File: src/verilog/ex_pkg.sv
package ex_pkg;

    localparam int XLEN = 32;
    localparam int REG_W = 5;
    localparam int SHAMT_W = $clog2(XLEN);

    // Divider iterations, one quotient bit each.
    localparam int DIV_STEPS = 32;

    localparam int DEFAULT_LANES = 2;

    typedef logic [XLEN-1:0] word_t;

    // Bit 4 clear is ALU, 2'b10 on bits 4:3 is multiply, 2'b11 is divide.
    typedef enum logic [4:0] {
        OP_ADD   = 5'b00000,
        OP_SUB   = 5'b00001,
        OP_SLT   = 5'b00010,
        OP_SLTU  = 5'b00011,
        OP_SEQ   = 5'b00100,
        OP_AND   = 5'b00101,
        OP_OR    = 5'b00110,
        OP_XOR   = 5'b00111,
        OP_SLL   = 5'b01000,
        OP_SRL   = 5'b01001,
        OP_SRA   = 5'b01010,
        OP_MUL   = 5'b10000,
        OP_MULH  = 5'b10001,
        OP_MULHU = 5'b10010,
        OP_DIV   = 5'b11000,
        OP_DIVU  = 5'b11001,
        OP_MOD   = 5'b11010,
        OP_MODU  = 5'b11011
    } op_t;

endpackage

File: src/verilog/ex_slot_if.sv
`timescale 1ns/1ps

interface ex_slot_if import ex_pkg::*; ();

    // Issued operation.
    logic             valid;
    logic             start;
    word_t            pc;
    op_t              op;
    word_t            src1;
    word_t            src2;
    logic [REG_W-1:0] dest;
    logic             is_branch;
    logic             branch_cond;
    logic             is_jirl;
    word_t            branch_target;
    logic             pred_taken;
    word_t            pred_target;

    // Lane outcome.
    logic             ready;
    word_t            result;
    logic             taken;
    word_t            target;
    logic             mispredict;

    modport issue (
        output valid, start, pc, op, src1, src2, dest, is_branch, branch_cond,
               is_jirl, branch_target, pred_taken, pred_target
    );

    modport lane (
        input  valid, start, pc, op, src1, src2, is_branch, branch_cond,
               is_jirl, branch_target, pred_taken, pred_target,
        output ready, result, taken, target, mispredict
    );

    modport retire (
        input valid, pc, dest, ready, result, taken, target, mispredict
    );

endinterface

File: src/verilog/ex_divider.sv
`timescale 1ns/1ps

module ex_divider import ex_pkg::*; (
    input  logic  clk,
    input  logic  arst_n,
    input  logic  abort,
    input  logic  start,
    input  word_t dividend,
    input  word_t divisor,
    output logic  done,
    output word_t quotient,
    output word_t remainder
);

    localparam int CNT_W = $clog2(DIV_STEPS + 1);

    logic             busy;
    logic [CNT_W-1:0] count;
    word_t            dsr;
    logic [XLEN:0]    shifted;
    logic [XLEN:0]    diff;

    // Bring in the next dividend bit and try the subtraction.
    assign shifted = {remainder, quotient[XLEN-1]};
    assign diff    = shifted - {1'b0, dsr};

    always_ff @(posedge clk or negedge arst_n) begin
        if (!arst_n) begin
            busy  <= 1'b0;
            done  <= 1'b0;
            count <= '0;
        end else if (abort) begin
            busy  <= 1'b0;
            done  <= 1'b0;
            count <= '0;
        end else if (start) begin
            busy  <= 1'b1;
            done  <= 1'b0;
            count <= CNT_W'(DIV_STEPS);
        end else if (busy) begin
            count <= count - 1'b1;
            if (count == CNT_W'(1)) begin
                busy <= 1'b0;
                done <= 1'b1;
            end
        end else begin
            done <= 1'b0;
        end
    end

    // Zero divisor falls out as all ones and the dividend.
    always_ff @(posedge clk) begin
        if (start) begin
            dsr       <= divisor;
            quotient  <= dividend;
            remainder <= '0;
        end else if (busy) begin
            if (!diff[XLEN]) begin
                remainder <= diff[XLEN-1:0];
                quotient  <= {quotient[XLEN-2:0], 1'b1};
            end else begin
                remainder <= shifted[XLEN-1:0];
                quotient  <= {quotient[XLEN-2:0], 1'b0};
            end
        end
    end

    a_no_restart: assert property (@(posedge clk) disable iff (!arst_n)
        (start && !abort) |-> !busy);

endmodule

File: src/verilog/ex_lane.sv
`timescale 1ns/1ps

module ex_lane import ex_pkg::*; (
    input logic     clk,
    input logic     arst_n,
    input logic     flush,
    ex_slot_if.lane slot
);

    logic              is_alu;
    logic              is_mul;
    logic              is_div;
    logic              mul_sign_ex;
    logic              div_signed;
    logic [XLEN:0]     mul_a;
    logic [XLEN:0]     mul_b;
    logic [2*XLEN-1:0] product;
    logic              mul_done;
    logic              div_pending;
    logic              div_start;
    logic              div_done;
    word_t             div_dividend;
    word_t             div_divisor;
    word_t             quotient;
    word_t             remainder;
    word_t             quo_res;
    word_t             rem_res;
    word_t             sum;
    word_t             alu_result;
    word_t             op_result;

    assign is_alu = !slot.op[4];
    assign is_mul = slot.op[4:3] == 2'b10;
    assign is_div = slot.op[4:3] == 2'b11;

    assign sum = slot.src1 + slot.src2;

    always_comb begin
        case (slot.op)
            OP_ADD:  alu_result = sum;
            OP_SUB:  alu_result = slot.src1 - slot.src2;
            OP_SLT:  alu_result = word_t'($signed(slot.src1) < $signed(slot.src2));
            OP_SLTU: alu_result = word_t'(slot.src1 < slot.src2);
            OP_SEQ:  alu_result = word_t'(slot.src1 == slot.src2);
            OP_AND:  alu_result = slot.src1 & slot.src2;
            OP_OR:   alu_result = slot.src1 | slot.src2;
            OP_XOR:  alu_result = slot.src1 ^ slot.src2;
            OP_SLL:  alu_result = slot.src1 << slot.src2[SHAMT_W-1:0];
            OP_SRL:  alu_result = slot.src1 >> slot.src2[SHAMT_W-1:0];
            OP_SRA:  alu_result = word_t'($signed(slot.src1) >>> slot.src2[SHAMT_W-1:0]);
            default: alu_result = '0;
        endcase
    end

    // Only MULH sees signed operands.
    assign mul_sign_ex = slot.op == OP_MULH;
    assign mul_a = {mul_sign_ex && slot.src1[XLEN-1], slot.src1};
    assign mul_b = {mul_sign_ex && slot.src2[XLEN-1], slot.src2};

    always_ff @(posedge clk) begin
        if (slot.start && is_mul) begin
            product <= (2 * XLEN)'($signed(mul_a) * $signed(mul_b));
        end
    end

    // Divide on magnitudes, then fix signs.
    assign div_signed   = slot.op == OP_DIV || slot.op == OP_MOD;
    assign div_dividend = (div_signed && slot.src1[XLEN-1]) ? -slot.src1 : slot.src1;
    assign div_divisor  = (div_signed && slot.src2[XLEN-1]) ? -slot.src2 : slot.src2;
    assign div_start    = slot.start && is_div;

    ex_divider divider_i (
        .clk       (clk),
        .arst_n    (arst_n),
        .abort     (flush),
        .start     (div_start),
        .dividend  (div_dividend),
        .divisor   (div_divisor),
        .done      (div_done),
        .quotient  (quotient),
        .remainder (remainder)
    );

    assign quo_res = (div_signed && (slot.src1[XLEN-1] ^ slot.src2[XLEN-1])) ? -quotient
                                                                             : quotient;
    assign rem_res = (div_signed && slot.src1[XLEN-1]) ? -remainder : remainder;

    always_ff @(posedge clk or negedge arst_n) begin
        if (!arst_n) begin
            mul_done    <= 1'b0;
            div_pending <= 1'b0;
        end else if (flush) begin
            mul_done    <= 1'b0;
            div_pending <= 1'b0;
        end else begin
            if (slot.start) begin
                mul_done <= is_mul;
            end
            if (div_start) begin
                div_pending <= 1'b1;
            end else if (div_done) begin
                div_pending <= 1'b0;
            end
        end
    end

    // Start marks a fresh op, so stale unit state is ignored then.
    assign slot.ready = slot.valid && (is_alu
                                       || (is_mul && mul_done && !slot.start)
                                       || (is_div && (div_done || !div_pending)
                                           && !slot.start));

    always_comb begin
        case (slot.op)
            OP_MUL:            op_result = product[XLEN-1:0];
            OP_MULH, OP_MULHU: op_result = product[2*XLEN-1:XLEN];
            OP_DIV, OP_DIVU:   op_result = quo_res;
            OP_MOD, OP_MODU:   op_result = rem_res;
            default:           op_result = alu_result;
        endcase
    end

    // Link value for jirl.
    assign slot.result = slot.is_jirl ? slot.pc + word_t'(4) : op_result;

    assign slot.taken  = slot.is_jirl || (slot.is_branch && slot.branch_cond == alu_result[0]);
    assign slot.target = slot.is_jirl ? sum : slot.branch_target;
    assign slot.mispredict = slot.taken != slot.pred_taken
                             || (slot.taken && slot.target != slot.pred_target);

endmodule

File: src/flat_wrapper.sv
// flat-port wrapper written by rule: the top's interface ports become plain ports
module ex_lane_flat import ex_pkg::*;
  (clk, arst_n, flush, slot_valid, slot_start, slot_pc, slot_op, slot_src1, slot_src2, slot_is_branch, slot_branch_cond, slot_is_jirl, slot_branch_target, slot_pred_taken, slot_pred_target, slot_ready, slot_result, slot_taken, slot_target, slot_mispredict);
  ex_slot_if slot_i ();
  input logic clk;
  input logic arst_n;
  input logic flush;
  input wire logic [$bits(slot_i.valid)-1:0] slot_valid;
  input wire logic [$bits(slot_i.start)-1:0] slot_start;
  input wire logic [$bits(slot_i.pc)-1:0] slot_pc;
  input wire logic [$bits(slot_i.op)-1:0] slot_op;
  input wire logic [$bits(slot_i.src1)-1:0] slot_src1;
  input wire logic [$bits(slot_i.src2)-1:0] slot_src2;
  input wire logic [$bits(slot_i.is_branch)-1:0] slot_is_branch;
  input wire logic [$bits(slot_i.branch_cond)-1:0] slot_branch_cond;
  input wire logic [$bits(slot_i.is_jirl)-1:0] slot_is_jirl;
  input wire logic [$bits(slot_i.branch_target)-1:0] slot_branch_target;
  input wire logic [$bits(slot_i.pred_taken)-1:0] slot_pred_taken;
  input wire logic [$bits(slot_i.pred_target)-1:0] slot_pred_target;
  output wire logic [$bits(slot_i.ready)-1:0] slot_ready;
  output wire logic [$bits(slot_i.result)-1:0] slot_result;
  output wire logic [$bits(slot_i.taken)-1:0] slot_taken;
  output wire logic [$bits(slot_i.target)-1:0] slot_target;
  output wire logic [$bits(slot_i.mispredict)-1:0] slot_mispredict;
  assign slot_i.valid = slot_valid;
  assign slot_i.start = slot_start;
  assign slot_i.pc = slot_pc;
  assign slot_i.op = slot_op;
  assign slot_i.src1 = slot_src1;
  assign slot_i.src2 = slot_src2;
  assign slot_i.is_branch = slot_is_branch;
  assign slot_i.branch_cond = slot_branch_cond;
  assign slot_i.is_jirl = slot_is_jirl;
  assign slot_i.branch_target = slot_branch_target;
  assign slot_i.pred_taken = slot_pred_taken;
  assign slot_i.pred_target = slot_pred_target;
  assign slot_ready = slot_i.ready;
  assign slot_result = slot_i.result;
  assign slot_taken = slot_i.taken;
  assign slot_target = slot_i.target;
  assign slot_mispredict = slot_i.mispredict;
  ex_lane u_core (.clk(clk), .arst_n(arst_n), .flush(flush), .slot(slot_i));
endmodule
File: config.mk
export PLATFORM = sky130hd
export DESIGN_NAME = ex_lane_flat
export DESIGN_NICKNAME = d
export VERILOG_FILES = /design/src/verilog/ex_pkg.sv /design/src/verilog/ex_slot_if.sv /design/src/verilog/ex_divider.sv /design/src/verilog/ex_lane.sv /design/src/flat_wrapper.sv
export SDC_FILE = /design/constraint.sdc
export NUM_CORES = 2
export LEC_CHECK = 0
export BUFFER_PORTS_ARGS = -buffer_cell sky130_fd_sc_hd__clkbuf_2
export CAP_MARGIN = 20
export CORE_MARGIN = 2
export CORE_UTILIZATION = 25
export CTS_BUF_LIST = sky130_fd_sc_hd__clkbuf_2 sky130_fd_sc_hd__clkbuf_4 sky130_fd_sc_hd__clkbuf_8
export DETAILED_ROUTE_END_ITERATION = 6
export PLACE_DENSITY = 0.45
export RECOVER_POWER = 25
export SLEW_MARGIN = 25
export SYNTH_ARGS = -nofsm -noshare
export SYNTH_HDL_FRONTEND = slang
export SYNTH_SLANG_ARGS = --single-unit
File: constraint.sdc
create_clock -name clk -period 14.6 [get_ports clk]
set_input_delay 2.19 -clock clk [delete_from_list [all_inputs] [get_ports clk]]
set_output_delay 2.19 -clock clk [all_outputs]
set_load 0.1 [all_outputs]
==> results <==
- The initial utilization of the core area, before any placement, comes to 0.251.
- The slowest stage of the critical path is the nor2_1 cell.
- The last element of the critical path is u_core.product[63].
- Of the cells placed in the final design, the portion with a size suffix greater than 1 is 0.0776.
- The checks that failed: max-capacitance violations, max-slew violations.
- The cell count after synthesis came out at between 6000 and 7000.
- The final hold violation count was 0.
- The register-to-register setup slack is 10.31 ns.
- The die extent in x is 487 µm.
- By count the netlist is led by inv_1 (1284), fa_1 (1128), nand2_1 (900).
- The slew at the pin closest to its max-slew limit is 3.73 ns.
- The clock input transition at the sequential cells of the worst setup and hold paths is 0.13 ns.
- Compared with the post-synthesis result, the final layout area differs by 8.77%.
- The placeable core region is 232000 µm².
- The number of global-route vias before repair is 52600.
- The unique cell type count in the Yosys netlist is 97.
- The setup fix buffers added after clock tree synthesis is 0.
- The die outline area is ~240000 µm².
- The maximum clock insertion buffer count is 2.
- Max-cap violations in this run came to 5.
- Clock latency on the worst-skew pair, taken at its later pin, is 0.64 ns.
- The number of instances on the worst hold path is 3.
- The initial antenna violation count came to 16.
- The leftover overflow at the end of global routing is 0.
- The placement row count is 177.
- The area share of the leading cell type in the synthesized netlist is 0.387.
- By instance count, the leading cell after synthesis is inv_1.
- The worst setup path startpoint is slot_op[4].
- The clock arrives with 0.0289 ns of skew.
- For this block, the initial DRC count from the detailed router was approximately 5000.
- After the last flow step, the layout net total stands at roughly 8600.
- The critical path is of the primary input to register type.
- STA classifies the critical path endpoint as a register.
- The overall routed net length is between 200 and 300 mm.
- The smallest clock period supported by the final layout is computed as 11.55 ns.
- The number of iterations in the first detailed-routing pass is 6.
- The setup violation total in the final timing report is 0.
- Synthesis inferred 170 register bits.
- For the final routed database, the setup TNS stands at 0 ns.
- The congestion estimate from routability-driven global placement came to between 0.9 and 1.
- At the worst endpoint, the required time is 14.98 ns.
- The number of nets handed over by synthesis was 8579.
- The first global-routing pass estimated 392 mm of wire.
- The path class of the tightest hold or removal check is register to register.
- Setup repair after global routing left no endpoint under its margin.
- The remaining number of nets flagged by the antenna check after routing is 0.
- The largest single stage delay on the critical path is 0.77 ns.
- Among the stages of the critical path, the cell type that occurs most often is fa_1.
- Clock tree synthesis selected as its root buffer the cell clkbuf_8.
- In this run, post-CTS repair resized a total of 0 instances.
- The share of synthesized registers carrying an async set or reset is 0.0588.
- TritonCTS created 17 clock buffers.
- Derived from the worst setup path, the maximum achievable clock frequency is 86.6 MHz.
- The endpoint identified for the worst register-to-register timing path is u_core.divider_i.quotient[0].
- The startpoint kind of the worst setup timing path is a primary input.
- The number of clock sinks is between 150 and 200.
- The arrival time reported for the critical path endpoint is roughly 12 ns.
- The synthesized design spends more area on one cell type than any other, namely fa_1.
- The via count is around 51000.
- The estimated wirelength of the detail-placed design is between 200 and 250 mm.
- TritonCTS built the clock tree.
- The number of hold buffers added after CTS was 0.
- The worst flop-to-flop path startpoint is u_core.divider_i.remainder[19].
- By area the synthesized netlist is led by fa_1 (39%), inv_1 (8.3%), ha_1 (7.5%).
- The fraction of the cycle the final worst path needs is 0.791.
- between 200 and 250 I/O pins were placed.
- The count of pins over their slew limit was roughly 240.
- In this run the cell area of the synthesized design comes to a little under 60000 µm².
- After detailed routing, the average wire length per cell comes to 27.4 µm.
- The global-route usage over all layers is 0.230.
- For this run, the share of the core covered by cells in the final layout is 0.273.
- Of all nets on the critical path, the largest fanout is 19.
- The depth of the worst register-to-register path is 13.
- The height of the die is 487 µm.
- The flow ran to the end, but the final reports show violations.
- Counting flops with a built-in enable in the synthesized netlist gives 128.
- After detailed routing, the number of remaining DRC violations is 0.
- The largest net degree at the start of global routing is 94.
- Of the synthesized area, sequential elements account for 0.0812.
- A synthesized cell averages between 8 and 9 µm².
- The worst pin sits at a relative slew slack of -1.49.
- The detailed-route vias per instance is 5.15.
- The total number of H-tree levels is 4.
- The number of synthesis warnings is 0.
- In this run the tool buffered the top-level ports with 240 buffer cells.
- The prevailing post-synth register cell is edfxtp_1.
-- worst max-delay path: cells and delay by family --
kind | cells | cell delay (ns)
AOI/OAI and AO/OA | 9 | 2.05
and+or+nand+nor | 5 | 1.86
adders and majority gates | 9 | 4.29
xor gates and xnor gates | 1 | 0.08
buffers and inverters | 8 | 1.43
-- through the flow --
stage	instance area, µm²	instances	worst slack (ns)	hold slack (ns)
after floorplan	58300	6929	3.58	0.487
after global placement	63000	9955	2.76	0.547
after detailed placement	63000	9955	2.67	0.543
after CTS	63400	9987	3.36	0.561
after global routing	63400	9988	2.54	0.601
final	63400	9993	3.05	0.549
-- metal layers --
metal,global-route usage,vias to the layer above,part of all wire
li1,-,21900,-
met1,0.298,26600,0.42
met2,0.371,2364,0.45
met3,0.0356,517,0.071
met4,0.116,12,0.062
met5,0,-,0.00030
-- sequential cells by signal (all words and copies together) (netlist names) --
signal / flops
u_core.divider_i.remainder: 32
u_core.mul_done: 1
u_core.divider_i.busy: 1
u_core.divider_i.done: 1
u_core.divider_i.quotient: 32
u_core.divider_i.dsr: 32
u_core.div_pending: 1
u_core.divider_i.count: 6
u_core.product: 64
-- worst min path at each step --
stage	from	slack, ns	to
2_1_floorplan	u_core.mul_done	0.49	u_core.mul_done
3_3_place_gp	u_core.divider_i.count[4]	0.55	u_core.divider_i.count[4]
3_5_place_dp	u_core.divider_i.done	0.54	u_core.div_pending
4_1_cts	u_core.divider_i.done	0.56	u_core.div_pending
5_1_grt	u_core.divider_i.done	0.60	u_core.div_pending
6_report	u_core.divider_i.done	0.55	u_core.div_pending
-- cells by family (layout without fill, tap and decap cells) --
group | Yosys count | after routing | share of synthesized area
adder cells (fa/ha/maj) | 1476 | 1476 | 0.462
AO/OA/AOI/OAI | 1072 | 1072 | 0.120
XOR/XNOR | 344 | 344 | 0.0518
multiplexers | 135 | 135 | 0.0266
buffers and inverters | 1731 | 1746 | 0.112
other | 0 | 6 | 0
AND/OR/NAND/NOR | 2001 | 2001 | 0.147
flip-flops | 170 | 170 | 0.0812
-- layout by cell type, fill, tap and decap left out, drive strengths merged, types with 37 or more instances in the layout --
cell,n
o21ai,251
inv,1298
nand2b,37
xnor2,248
a31oi,38
xor2,96
nor4,48
a221oi,42
a21oi,308
ha,348
nand2,900
clkbuf,257
a22oi,37
a21o,62
edfxtp,128
nor2,635
mux2,40
buf,163
fa,1128
mux2i,83
nor3,87
nand3,93
nand4,41
-- cell type report --
type,instances,area (µm²)
Fill cell,25100,169000
Multi-Input combinational cell,5028,47100
Inverter,1311,4920
Sequential cell,170,4740
Tap cell,3043,3810
Timing Repair Buffer,403,2410
Clock buffer,17,234
Clock inverter,15,169
Antenna cell,6,15.0
Power is left out: the tool's default activity adds up to more than one toggle a clock period on the data nets, which glitch-free logic cannot reach.
